**src/hdl/core_pkg.sv**
```systemverilog
package core_pkg;

	typedef logic [31:0] word_t;
	typedef logic [2:0]  reg_idx_t;
	typedef logic [3:0]  alu_opc_t;
	typedef logic [1:0]  mem_width_t;
	typedef logic [2:0]  branch_cond_t;

	typedef enum logic [1:0] {
		CLASS_ARITH  = 2'd0,
		CLASS_BRANCH = 2'd1,
		CLASS_MEM    = 2'd2,
		CLASS_OTHER  = 2'd3
	} instr_class_e;

	// ALU operations. Codes 12 and 13 both give zero.
	localparam alu_opc_t ALU_ADD   = 4'd0;
	localparam alu_opc_t ALU_ADC   = 4'd1;
	localparam alu_opc_t ALU_SUB   = 4'd2;
	localparam alu_opc_t ALU_SBC   = 4'd3;
	localparam alu_opc_t ALU_SHL   = 4'd4;
	localparam alu_opc_t ALU_LSR   = 4'd5;
	localparam alu_opc_t ALU_AND   = 4'd6;
	localparam alu_opc_t ALU_XOR   = 4'd7;
	localparam alu_opc_t ALU_BIC   = 4'd8;
	localparam alu_opc_t ALU_BIS   = 4'd9;
	localparam alu_opc_t ALU_OR    = 4'd10;
	localparam alu_opc_t ALU_MOVHI = 4'd11;
	localparam alu_opc_t ALU_ASR   = 4'd14;
	localparam alu_opc_t ALU_MOV   = 4'd15;

	localparam branch_cond_t COND_NEVER  = 3'd0;
	localparam branch_cond_t COND_NZ     = 3'd1;
	localparam branch_cond_t COND_Z      = 3'd2;
	localparam branch_cond_t COND_NC     = 3'd3;
	localparam branch_cond_t COND_C      = 3'd4;
	localparam branch_cond_t COND_ALWAYS = 3'd7;

	typedef struct packed {
		instr_class_e instr_class;
		logic [3:0]   opcode;
		logic         rb_form;
		reg_idx_t     rd;
		reg_idx_t     ra;
		reg_idx_t     rb;
		logic [15:0]  imm16;
	} instr_t;

	typedef struct packed {
		word_t        ra;
		word_t        rb;
		word_t        imm32;
		word_t        pc_plus_4;
		reg_idx_t     rd_sel;
		logic         update_rd;
		alu_opc_t     alu_opc;
		logic         alu_op1_ra;
		logic         alu_op2_rb;
		logic         mem_load;
		logic         mem_store;
		mem_width_t   mem_width;
		branch_cond_t branch_cond;
		instr_class_e instr_class;
		logic         is_call;
	} exec_ctrl_t;

	typedef struct packed {
		logic       branch_taken;
		word_t      alu_out;
		logic       mem_load;
		logic       mem_store;
		mem_width_t mem_width;
		word_t      wr_val;
		logic       wr_result;
		reg_idx_t   rd_sel;
	} exec_result_t;

endpackage

```
**src/hdl/alu.sv**
```systemverilog
`timescale 1ns/1ps

module alu (
	input  core_pkg::alu_opc_t opc,
	input  core_pkg::word_t    op1,
	input  core_pkg::word_t    op2,
	input  logic               carry_in,
	input  core_pkg::word_t    imm,
	output core_pkg::word_t    result,
	output logic               carry,
	output logic               equal
);

	import core_pkg::*;

	logic [32:0] wide; // Bit 32 is the carry out.
	logic [4:0]  shamt;

	assign shamt = op2[4:0];

	always_comb begin
		wide = '0;

		case (opc)
		ALU_ADD: begin
			wide = {1'b0, op1} + {1'b0, op2};
		end
		ALU_ADC: begin
			wide = {1'b0, op1} + {1'b0, op2} + {32'b0, carry_in};
		end
		ALU_SUB: begin
			wide = {1'b0, op1} - {1'b0, op2};
		end
		ALU_SBC: begin
			wide = {1'b0, op1} - {1'b0, op2} + {32'b0, carry_in};
		end
		ALU_SHL: begin
			wide = {1'b0, op1} << shamt;
		end
		ALU_LSR: begin
			wide = {1'b0, op1 >> shamt};
		end
		ALU_AND: begin
			wide = {1'b0, op1 & op2};
		end
		ALU_XOR: begin
			wide = {1'b0, op1 ^ op2};
		end
		ALU_BIC: begin
			wide = {1'b0, op1 & ~(32'h1 << shamt)};
		end
		ALU_BIS: begin
			wide = {1'b0, op1 | (32'h1 << shamt)};
		end
		ALU_OR: begin
			wide = {1'b0, op1 | op2};
		end
		ALU_MOVHI: begin
			wide = {1'b0, imm[15:0], 16'h0000};
		end
		ALU_ASR: begin
			wide = {1'b0, $signed(op1) >>> shamt};
		end
		ALU_MOV: begin
			wide = {1'b0, op1};
		end
		default: begin
			wide = '0; // Codes 12 and 13.
		end
		endcase
	end

	assign result = wide[31:0];
	assign carry  = wide[32];
	assign equal  = op1 == op2;

endmodule

```
**src/hdl/reg_file.sv**
```systemverilog
`timescale 1ns/1ps

module reg_file (
	input  logic               clk,
	input  logic               arst_n,
	input  core_pkg::reg_idx_t ra_idx,
	input  core_pkg::reg_idx_t rb_idx,
	input  logic               wr_en,
	input  core_pkg::reg_idx_t wr_idx,
	input  core_pkg::word_t    wr_data,
	output core_pkg::word_t    ra_val,
	output core_pkg::word_t    rb_val
);

	import core_pkg::*;

	word_t regs [8];

	assign ra_val = regs[ra_idx];
	assign rb_val = regs[rb_idx];

	always_ff @(posedge clk or negedge arst_n) begin
		if (!arst_n) begin
			for (int i = 0; i < 8; i++) begin
				regs[i] <= '0;
			end
		end else if (wr_en) begin
			regs[wr_idx] <= wr_data;
		end
	end

	// Writeback from execute must carry a defined value.
	a_wr_data_known: assert property (
		@(posedge clk) disable iff (!arst_n)
		wr_en |-> !$isunknown(wr_data)
	);

endmodule

```
**src/hdl/instr_decode.sv**
```systemverilog
`timescale 1ns/1ps

module instr_decode (
	input  logic                clk,
	input  logic                arst_n,
	input  logic                instr_valid,
	input  core_pkg::instr_t    instr,
	input  core_pkg::word_t     pc,
	input  core_pkg::word_t     ra_val,
	input  core_pkg::word_t     rb_val,
	output core_pkg::reg_idx_t  ra_idx,
	output core_pkg::reg_idx_t  rb_idx,
	output core_pkg::exec_ctrl_t ctrl
);

	import core_pkg::*;

	// Bubble with no strobes, no flag update and no branch.
	localparam exec_ctrl_t CTRL_IDLE = '{instr_class: CLASS_OTHER, default: '0};

	exec_ctrl_t ctrl_nxt;
	word_t      imm32;
	word_t      pc_plus_4;

	assign ra_idx = instr.ra; // Register file reads are combinational.
	assign rb_idx = instr.rb;

	assign imm32     = {{16{instr.imm16[15]}}, instr.imm16};
	assign pc_plus_4 = pc + 32'd4;

	always_comb begin
		ctrl_nxt = CTRL_IDLE;

		if (instr_valid) begin
			ctrl_nxt.ra          = ra_val;
			ctrl_nxt.rb          = rb_val;
			ctrl_nxt.imm32       = imm32;
			ctrl_nxt.pc_plus_4   = pc_plus_4;
			ctrl_nxt.rd_sel      = instr.rd;
			ctrl_nxt.instr_class = instr.instr_class;

			case (instr.instr_class)
			CLASS_BRANCH: begin
				// Register target when rb_form is set, else pc relative.
				ctrl_nxt.alu_opc     = ALU_ADD;
				ctrl_nxt.alu_op1_ra  = instr.rb_form;
				ctrl_nxt.alu_op2_rb  = 1'b0;
				ctrl_nxt.branch_cond = instr.opcode[2:0];
				ctrl_nxt.is_call     = instr.opcode[3];
				ctrl_nxt.update_rd   = instr.opcode[3]; // Link write.
			end
			CLASS_MEM: begin
				ctrl_nxt.alu_opc    = ALU_ADD; // Address is ra + imm.
				ctrl_nxt.alu_op1_ra = 1'b1;
				ctrl_nxt.alu_op2_rb = 1'b0;
				ctrl_nxt.mem_store  = instr.opcode[3];
				ctrl_nxt.mem_load   = ~instr.opcode[3];
				ctrl_nxt.mem_width  = instr.opcode[1:0];
			end
			default: begin
				// Arith and other decode alike and differ only in the flags.
				ctrl_nxt.alu_opc    = instr.opcode;
				ctrl_nxt.alu_op1_ra = 1'b1;
				ctrl_nxt.alu_op2_rb = instr.rb_form;
				ctrl_nxt.update_rd  = 1'b1;
			end
			endcase
		end
	end

	always_ff @(posedge clk or negedge arst_n) begin
		if (!arst_n) begin
			ctrl <= CTRL_IDLE;
		end else begin
			ctrl <= ctrl_nxt;
		end
	end

	// A memory access is either a load or a store.
	a_load_store_excl: assert property (
		@(posedge clk) disable iff (!arst_n)
		!(ctrl.mem_load && ctrl.mem_store)
	);

endmodule

```
**src/hdl/exec_stage.sv**
```systemverilog
`timescale 1ns/1ps

module exec_stage (
	input  logic                  clk,
	input  logic                  arst_n,
	input  core_pkg::exec_ctrl_t  ctrl,
	output core_pkg::exec_result_t result
);

	import core_pkg::*;

	word_t op1;
	word_t op2;
	word_t alu_q;
	word_t wb_val;
	logic  alu_c;
	logic  alu_eq;
	logic  cond_met;

	// Private status flags.
	logic  z_flag;
	logic  c_flag;

	assign op1 = ctrl.alu_op1_ra ? ctrl.ra : ctrl.pc_plus_4;
	assign op2 = ctrl.alu_op2_rb ? ctrl.rb : ctrl.imm32;

	alu alu_i (
		.opc      (ctrl.alu_opc),
		.op1      (op1),
		.op2      (op2),
		.carry_in (c_flag),
		.imm      (ctrl.imm32),
		.result   (alu_q),
		.carry    (alu_c),
		.equal    (alu_eq)
	);

	always_comb begin
		case (ctrl.branch_cond)
		COND_ALWAYS: cond_met = 1'b1;
		COND_NZ:     cond_met = ~z_flag;
		COND_Z:      cond_met = z_flag;
		COND_NC:     cond_met = ~c_flag;
		COND_C:      cond_met = c_flag;
		default:     cond_met = 1'b0;
		endcase
	end

	// Link beats store data beats ALU.
	assign wb_val = ctrl.is_call ? ctrl.pc_plus_4 :
			ctrl.mem_store ? ctrl.rb : alu_q;

	always_ff @(posedge clk or negedge arst_n) begin
		if (!arst_n) begin
			z_flag <= 1'b0;
			c_flag <= 1'b0;
		end else if (ctrl.instr_class == CLASS_ARITH) begin
			z_flag <= alu_eq;
			c_flag <= alu_c;
		end
	end

	always_ff @(posedge clk or negedge arst_n) begin
		if (!arst_n) begin
			result <= '0;
		end else begin
			result.branch_taken <= ctrl.instr_class == CLASS_BRANCH && cond_met;
			result.alu_out      <= alu_q;
			result.mem_load     <= ctrl.mem_load;
			result.mem_store    <= ctrl.mem_store;
			result.mem_width    <= ctrl.mem_width;
			result.wr_val       <= wb_val;
			result.wr_result    <= ctrl.update_rd;
			result.rd_sel       <= ctrl.rd_sel;
		end
	end

	a_taken_needs_branch: assert property (
		@(posedge clk) disable iff (!arst_n)
		result.branch_taken |-> $past(ctrl.instr_class) == CLASS_BRANCH
	);

endmodule

```
**src/hdl/exec_core.sv**
```systemverilog
`timescale 1ns/1ps

module exec_core (
	input  logic                   clk,
	input  logic                   arst_n,
	input  logic                   instr_valid,
	input  core_pkg::instr_t       instr,
	input  core_pkg::word_t        pc,
	output core_pkg::exec_result_t result
);

	import core_pkg::*;

	reg_idx_t   ra_idx;
	reg_idx_t   rb_idx;
	word_t      ra_val;
	word_t      rb_val;
	exec_ctrl_t ctrl;

	instr_decode decode_i (
		.clk         (clk),
		.arst_n      (arst_n),
		.instr_valid (instr_valid),
		.instr       (instr),
		.pc          (pc),
		.ra_val      (ra_val),
		.rb_val      (rb_val),
		.ra_idx      (ra_idx),
		.rb_idx      (rb_idx),
		.ctrl        (ctrl)
	);

	// Write port fed straight from the execute result.
	reg_file reg_file_i (
		.clk     (clk),
		.arst_n  (arst_n),
		.ra_idx  (ra_idx),
		.rb_idx  (rb_idx),
		.wr_en   (result.wr_result),
		.wr_idx  (result.rd_sel),
		.wr_data (result.wr_val),
		.ra_val  (ra_val),
		.rb_val  (rb_val)
	);

	exec_stage exec_i (
		.clk    (clk),
		.arst_n (arst_n),
		.ctrl   (ctrl),
		.result (result)
	);

endmodule

```
**config.mk**
```make
export PLATFORM = sky130hd
export DESIGN_NAME = exec_core
export DESIGN_NICKNAME = d
export VERILOG_FILES = /design/src/hdl/core_pkg.sv /design/src/hdl/alu.sv /design/src/hdl/reg_file.sv /design/src/hdl/instr_decode.sv /design/src/hdl/exec_stage.sv /design/src/hdl/exec_core.sv
export SDC_FILE = /design/constraint.sdc
export NUM_CORES = 1
export LEC_CHECK = 0
export ABC_AREA = 1
export BUFFER_PORTS_ARGS = -buffer_cell sky130_fd_sc_hd__buf_2
export CAP_MARGIN = 10
export CORE_AREA = 2 2 339 341
export CTS_CLUSTER_DIAMETER = 120
export DETAILED_ROUTE_END_ITERATION = 10
export DIE_AREA = 0 0 341 343
export PLACE_DENSITY_LB_ADDON = 0.08
export SETUP_SLACK_MARGIN = 0.5
export SLEW_MARGIN = 20
export SYNTH_ARGS = -nofsm -noshare
export SYNTH_HDL_FRONTEND = slang
export SYNTH_SLANG_ARGS = --single-unit
export TNS_END_PERCENT = 5
```
**constraint.sdc**
```tcl
create_clock -name clk -period 4 [get_ports clk]
set_clock_uncertainty 0.2 [all_clocks]
set_input_delay 0.6 -clock clk [delete_from_list [all_inputs] [get_ports clk]]
set_output_delay 0.6 -clock clk [all_outputs]
set_load 0.005 [all_outputs]
```
==> results.tsv, run 1 <==
metric	value	unit
1st-iter DRT viols	3377	
Initial Util	0.297	
CP endpoint kind	register	
Ys Warns	0	
Reg area	11600	sq um
placed instance area	40700	sq um
footprint of the multi-input gates	20100	sq um
largest net degree at the start of global routing	107	
max-cap violation count	0	
RSZ-0062 raised after global routing	yes	
outcome	complete, but fails checks	
total gr overflow	0	
Site Rows	124	
remaining antenna violation count	0	
Max stage delay on crit path	0.43	ns
f_max	247	MHz
first-pass GRT wire length	256	mm
vias per cell	5.14	
maximum net fanout on the critical path	12	
register bit total from synthesis	463	
DP Wirelength	139	mm
slowest cell on the critical path	ha_1	
Pwr Total	0.0193	W
Final Util	0.397	
residual DRC count	0	
Slew @ Worst Pin	1.02	ns
post-route cell area	45000	sq um
root buf cell	clkbuf_16	
worst path required time	4.37	ns
PortBufs	139	
vias post-DR	38500	
Die Y	343	microns
register area share after synthesis	0.344	
Slew Limit Fails	0	
Post-synth ARST share	1.00	
worst hold path type	input pin to register	
Cell Chain, Critical Path	buf_12, nor2_2, buf_12, buf_4, a21oi_2, ha_1, buf_4, nand2_1, buf_4, nor3_1, nand2_1, nor2_4, a211o_1, buf_4, o22ai_1, a211oi_1, nand2_1, buf_4, nand2_1, nand2_1	
most frequent cells after synthesis	1543 x nand2_1, 787 x o21ai_0, 557 x inv_1, 461 x dfrtp_1, 382 x nor2_1	
VDD IR max	0.000296	V
vias in the first global route	37100	
Worst Path Buf+Inv	7	
data arrival time of the worst path	4.41	ns
Routed WL per cell	23.7	microns
failing checks	negative setup slack	
core area	113000	sq um
nets	6052	
Mapped Nets	5365	
H-tree levels	2	
Tot GR Track Use	0.298	
Worst Setup Start Kind	register	
Area Growth Syn to Fin	33.6	%
GP Congestion	1.02	
Die W	341	microns
clock tree buffer depth	3	
Syn Inst Count	5226	
fill count	12400	
layout cells sized above 1	0.243	
Yosys top cell area share	0.343	
Syn Area/Cell	6.44	sq um
Fin Setup TNS	-0.212	ns
CTS tree	done	
routed wire length	177	mm
antenna violations before repair	11	
worst-skew pair later-pin latency	0.70	ns
Fin. Hold Viols	0	
Cell variety after synth	65	
post-synthesis cell area	33700	sq um
Final Critical Period	4.04	ns
power density cells	428	nW/um^2
Place WS	-1.07	ns
die area	117000	sq um
number of synthesized flops with an enable pin	0	
setup ws final	-0.0426	ns
leakage	22.1	nW
final setup fails	11	
fin crit share	1.01	
top cells by area, synth	dfrtp_1 34%, nand2_1 17%, o21ai_0 12%	
TritonCTS Buffers	57	
Top Family by Delay on Critical Path	buffers and inverters	
Yosys top cell by area	dfrtp_1	
TritonRoute pass-1 iters	6	
ys flop type	dfrtp_1	
CTS sink count	463	
clk slew on worst S/H paths	0.06	ns
Crit Path Class	register to register	
max_slew headroom	0.315	
# IOs	140	
top-count cell post-synth	nand2_1	
## kinds of logic (layout without fill, tap and decap cells)
family	after synthesis	count (layout)	share of synthesized area
multiplexers	2	2	0.000594
XOR/XNOR	1	1	0.000260
AND/OR/NAND/NOR	2346	2346	0.287
flip-flops	463	463	0.344
buffers and inverters	894	1630	0.106
other	0	4	0
adder cells (fa/ha/maj)	72	72	0.0272
AO/OA/AOI/OAI	1448	1448	0.235
## report_power, final
| group | internal, W | switching, W |
|---|---|---|
| sequential | 0.00566 | 0.000744 |
| combinational | 0.00278 | 0.00442 |
| clock | 0.00340 | 0.00226 |
| total | 0.0118 | 0.00742 |
## final timing paths
| path | slack (ns) | start | cells after the start | end |
|---|---|---|---|---|
| max | -0.04 | decode_i.ctrl[10] | 20 | exec_i.c_flag |
| min | 0.04 | pc[20] | 3 | decode_i.ctrl[40] |
| max reg2reg | -0.04 | decode_i.ctrl[10] | 20 | exec_i.c_flag |
| min reg2reg | 0.15 | decode_i.ctrl[19] | 0 | exec_i.result[2] |
| max in group asynchronous | 2.27 | arst_n | 3 | decode_i.ctrl[1] |
| min in group asynchronous | 0.29 | arst_n | 2 | reg_file_i.regs[123] |
## per-layer routing
layer / track usage / share of wire
met1: 0.416 / 0.46
met5: 0 / 0.00032
met3: 0.0304 / 0.050
met2: 0.472 / 0.44
met4: 0.116 / 0.046
## worst register-to-register path, delay by kind of cell, from the launching register on
family | cells | cell delay [ns]
AO/OA/AOI/OAI | 4 | 0.60
AND/OR/NAND/NOR | 8 | 1.10
buffers and inverters | 7 | 1.19
adder cells (fa/ha/maj) | 1 | 0.43
flip-flops | 1 | 0.42
## state kept, by name, summed over array words and instances, names as in the netlist
| name | count |
|---|---|
| exec_i.c_flag | 1 |
| decode_i.ctrl | 132 |
| exec_i.result | 73 |
| reg_file_i.regs | 256 |
| exec_i.z_flag | 1 |
## area by class of cell
class | instances | area share
multi-input cells | 3869 | 0.447
flip-flops and latches | 463 | 0.258
repair buffers | 931 | 0.157
inverters | 591 | 0.0495
well taps | 1512 | 0.0420
clock buffers | 79 | 0.0364
clock inverters | 29 | 0.00943
diodes | 4 | 0.000222
## through the flow
stage	instances	hold slack (ns)
6_report	7478	0.0427
5_1_grt	7474	0.0346
4_1_cts	7468	0.000585
3_5_place_dp	7307	0.135
3_3_place_gp	7307	0.132
2_1_floorplan	5226	0.104
## timing repair
item                       4_1_cts  5_1_grt
pin swaps                       58       54
gates resized for setup        297      160
setup endpoints to repair       66       65
hold buffers                    37        0
setup buffers                   15        6
hold endpoints to repair       118        0
cloned                           1        0
## layout by cell type, fill, tap and decap left out, drive strengths merged, types with 4 or more instances in the layout
| cell | Yosys | layout |
|---|---|---|
| nand3 | 248 | 248 |
| a22oi | 5 | 5 |
| o2111ai | 17 | 17 |
| clkbuf | 196 | 79 |
| o21ai | 829 | 829 |
| a2111oi | 4 | 4 |
| nor3 | 47 | 47 |
| or2 | 6 | 6 |
| a21oi | 345 | 345 |
| nand4 | 32 | 32 |
| a31oi | 70 | 70 |
| nand3b | 6 | 6 |
| and3 | 4 | 4 |
| ha | 70 | 70 |
| clkinv | 3 | 18 |
| o211ai | 88 | 88 |
| o221ai | 12 | 12 |
| diode | 0 | 4 |
| o22ai | 29 | 29 |
| dlygate4sd3 | 0 | 37 |
| dfrtp | 461 | 461 |
| inv | 588 | 591 |
| a211oi | 13 | 13 |
| nand2 | 1573 | 1573 |
| o21bai | 9 | 9 |
| nor2 | 423 | 423 |
| a311oi | 4 | 4 |
| bufinv | 0 | 8 |
| a221oi | 5 | 5 |
| buf | 107 | 894 |
(Power assumes the default switching activity.)
==> run 2: changes to the inputs <==
--- a/config.mk
+++ b/config.mk
@@ -5,13 +5,13 @@
 export SDC_FILE = /design/constraint.sdc
 export NUM_CORES = 1
 export LEC_CHECK = 0
-export ABC_AREA = 1
 export BUFFER_PORTS_ARGS = -buffer_cell sky130_fd_sc_hd__buf_2
 export CAP_MARGIN = 10
-export CORE_AREA = 2 2 339 341
+export CORE_AREA = 2 2 331 333
 export CTS_CLUSTER_DIAMETER = 120
+export CTS_CLUSTER_SIZE = 24
 export DETAILED_ROUTE_END_ITERATION = 10
-export DIE_AREA = 0 0 341 343
+export DIE_AREA = 0 0 333 335
 export PLACE_DENSITY_LB_ADDON = 0.08
 export SETUP_SLACK_MARGIN = 0.5
 export SLEW_MARGIN = 20
==> run 2 against run 1 <==
The run still ends with negative setup slack left. Via count shrank 18%. Sequential cell count is the same. Design area shrank 4.8%. First-iteration DRC count shrank 14%. Die area shrank 4.6%. Synthesized cell count shrank 37%. Combinational power grew 8.2%. Wire length shrank 4.0%. Critical path depth shrank 4. Register-to-register slack lost 1.0 ns. Clock power shrank 45%. Critical path type unchanged. Critical endpoint is now exec_i.result[33]. Highest routed layer unchanged.
==> results.tsv, run 2 <==
metric	value	unit
outcome	complete, but fails checks	
failing checks	negative setup slack	
Tot GR Track Use	0.298	
data arrival time of the worst path	5.43	ns
Die Y	335	microns
# IOs	140	
Yosys top cell by area	dfrtp_1	
GP Congestion	1.05	
max reg flops	256	
register bit total from synthesis	463	
DP Wirelength	133	mm
worst-skew pair later-pin latency	0.65	ns
hold slack	0.0365	ns
Hold Crit Depth	2	
CTS tree	done	
Top Family by Delay on Critical Path	compound AO/OA/AOI/OAI gates	
Slew Limit Fails	0	
Biggest register	reg_file_i.regs	
RSZ-0062 raised after global routing	yes	
number of synthesized flops with an enable pin	0	
Worst Setup Start Kind	register	
Top Registers	reg_file_i.regs (256), decode_i.ctrl (132), exec_i.result (73)	
post-synthesis mux area share	0.249	
Fin. Hold Viols	0	
vias per cell	5.69	
routed wire length	170	mm
clock tree buffer depth	3	
Initial Util	0.298	
worst hold path type	input pin to register	
Die W	333	microns
ys flop type	dfrtp_1	
PortBufs	139	
Syn Area/Cell	9.84	sq um
Crit Path Class	register to register	
largest family of logic cells by synthesized area	multiplexers	
remaining antenna violation count	0	
Cell Chain, Critical Path	buf_4, mux2i_2, inv_1, ha_2, o211ai_1, a211o_1, a211o_1, a2111o_1, and3_1, o211a_1, o211ai_1, nand2_2, nor4_4, xor2_1, o21ai_1, o221a_1	
leakage	19.3	nW
H-tree levels	1	
Synth Area in XOR/XNOR	0.0217	
fin crit share	1.27	
fill count	10900	
setup ws final	-1.09	ns
max-cap violation count	0	
vias in the first global route	32100	
vias post-DR	31500	
post-synthesis simple-gate area fraction	0.136	
TritonRoute pass-1 iters	6	
first-pass GRT wire length	240	mm
post-synthesis compound-gate area fraction	0.165	
Worst Path Buf+Inv	2	
max_slew headroom	0.213	
root buf cell	clkbuf_16	
post-synthesis adder-cell area fraction	0.0284	
Max stage delay on crit path	0.54	ns
top cells by area, synth	dfrtp_1 36%, mux2_2 10%, mux4_2 9.0%	
Mapped Nets	3413	
Syn Inst Count	3274	
1st-iter DRT viols	2912	
Final Critical Period	5.09	ns
CTS sink count	463	
Site Rows	121	
Routed WL per cell	30.7	microns
die area	112000	sq um
layout cells sized above 1	0.401	
Fin Setup TNS	-41.83	ns
antenna violations before repair	5	
f_max	197	MHz
worst path required time	4.34	ns
Post-synth ARST share	1.00	
most frequent cells after synthesis	461 x dfrtp_1, 286 x mux2_2, 232 x nand2_1, 227 x a21oi_1, 222 x nor2_1	
Slew @ Worst Pin	1.18	ns
Reg2Reg Depth	16	
post-synthesis cell area	32200	sq um
clk slew on worst S/H paths	0.09	ns
Area Growth Syn to Fin	32.9	%
total gr overflow	0	
maximum net fanout on the critical path	7	
final setup fails	57	
TritonCTS Buffers	26	
core area	108000	sq um
most frequent cells in the layout	850 x buf_4, 457 x dfrtp_1, 283 x mux2_2, 230 x nand2_1, 218 x nor2_1	
register area share after synthesis	0.360	
largest net degree at the start of global routing	98	
commonest non-fill, non-tap cell in the layout	buf_4	
Cell variety after synth	90	
slowest cell on the critical path	dfrtp_2	
top-count cell post-synth	dfrtp_1	
Yosys top cell area share	0.358	
VDD IR max	0.000348	V
CP endpoint kind	register	
Place WS	-1.79	ns
nets	4256	
residual DRC count	0	
Stages on worst setup path	16	
Ys Warns	0	
power density cells	417	nW/um^2
-- run 2: cells by family (layout without fill, tap and decap cells) --
family,after synthesis,after routing
AND/OR/NAND/NOR,888,888
AO/OA/AOI/OAI,829,829
multiplexers,604,604
flip-flops,463,463
buffers and inverters,338,1194
XOR/XNOR,80,80
adder cells (fa/ha/maj),72,72
other,0,2
-- run 2: worst register-to-register path, delay by kind of cell (launching register included) --
kind,cells,cell delay [ns]
compound gates,8,2.34
simple gates,3,0.74
flops,1,0.54
fa+ha+maj,1,0.41
buf+inv,2,0.30
xor+xnor,1,0.27
mux,1,0.24
-- run 2: timing repair --
action,4_1_cts,5_1_grt
resized for setup,106,85
gates cloned,0,0
hold buffers,21,0
setup endpoints to repair,66,66
endpoints found under the hold margin,106,0
pin swaps,24,23
buffers inserted,11,11
-- run 2: final cells by class --
class | instances | area (sq um) | share of cell area
Antenna cell | 2 | 5.00 | 0.000117
Clock buffer | 35 | 716 | 0.0167
Clock inverter | 6 | 111 | 0.00260
Inverter | 95 | 365 | 0.00853
Multi-Input combinational cell | 2473 | 20200 | 0.471
Sequential cell | 463 | 11600 | 0.271
Tap cell | 1414 | 1770 | 0.0413
Timing Repair Buffer | 1058 | 8100 | 0.189
-- run 2: final timing paths --
check,from,end,slack [ns]
setup / recovery,decode_i.ctrl[11],exec_i.result[33],-1.09
hold / removal,instr[27],decode_i.ctrl[7],0.04
setup reg to reg,decode_i.ctrl[11],exec_i.result[33],-1.09
hold reg to reg,decode_i.ctrl[6],exec_i.result[36],0.15
max in group asynchronous,arst_n,reg_file_i.regs[238],2.15
min in group asynchronous,arst_n,reg_file_i.regs[60],0.36
-- run 2: per-stage QoR --
stage	power, W	area (sq um)	std cells	utilization
2_1_floorplan	0.0103	32400	3274	-
3_3_place_gp	0.0143	40900	5460	0.378
3_5_place_dp	0.0145	40900	5460	0.378
4_1_cts	0.0177	42400	5533	0.393
5_1_grt	0.0187	42800	5544	0.396
6_report	0.0178	42800	5546	0.396
-- run 2: routing by layer --
metal / up-vias / track usage / part of all wire
met5: - / 0 / 0.000076
li1: 13800 / - / -
met1: 16200 / 0.417 / 0.45
met2: 1201 / 0.462 / 0.44
met4: 2 / 0.128 / 0.050
met3: 269 / 0.0402 / 0.063
-- run 2: where the power goes --
part | switching (W) | leakage [nW] | internal, W
clock | 0.00177 | 0.392 | 0.00131
sequential | 0.00117 | 6.01 | 0.00582
combinational | 0.00386 | 12.9 | 0.00393
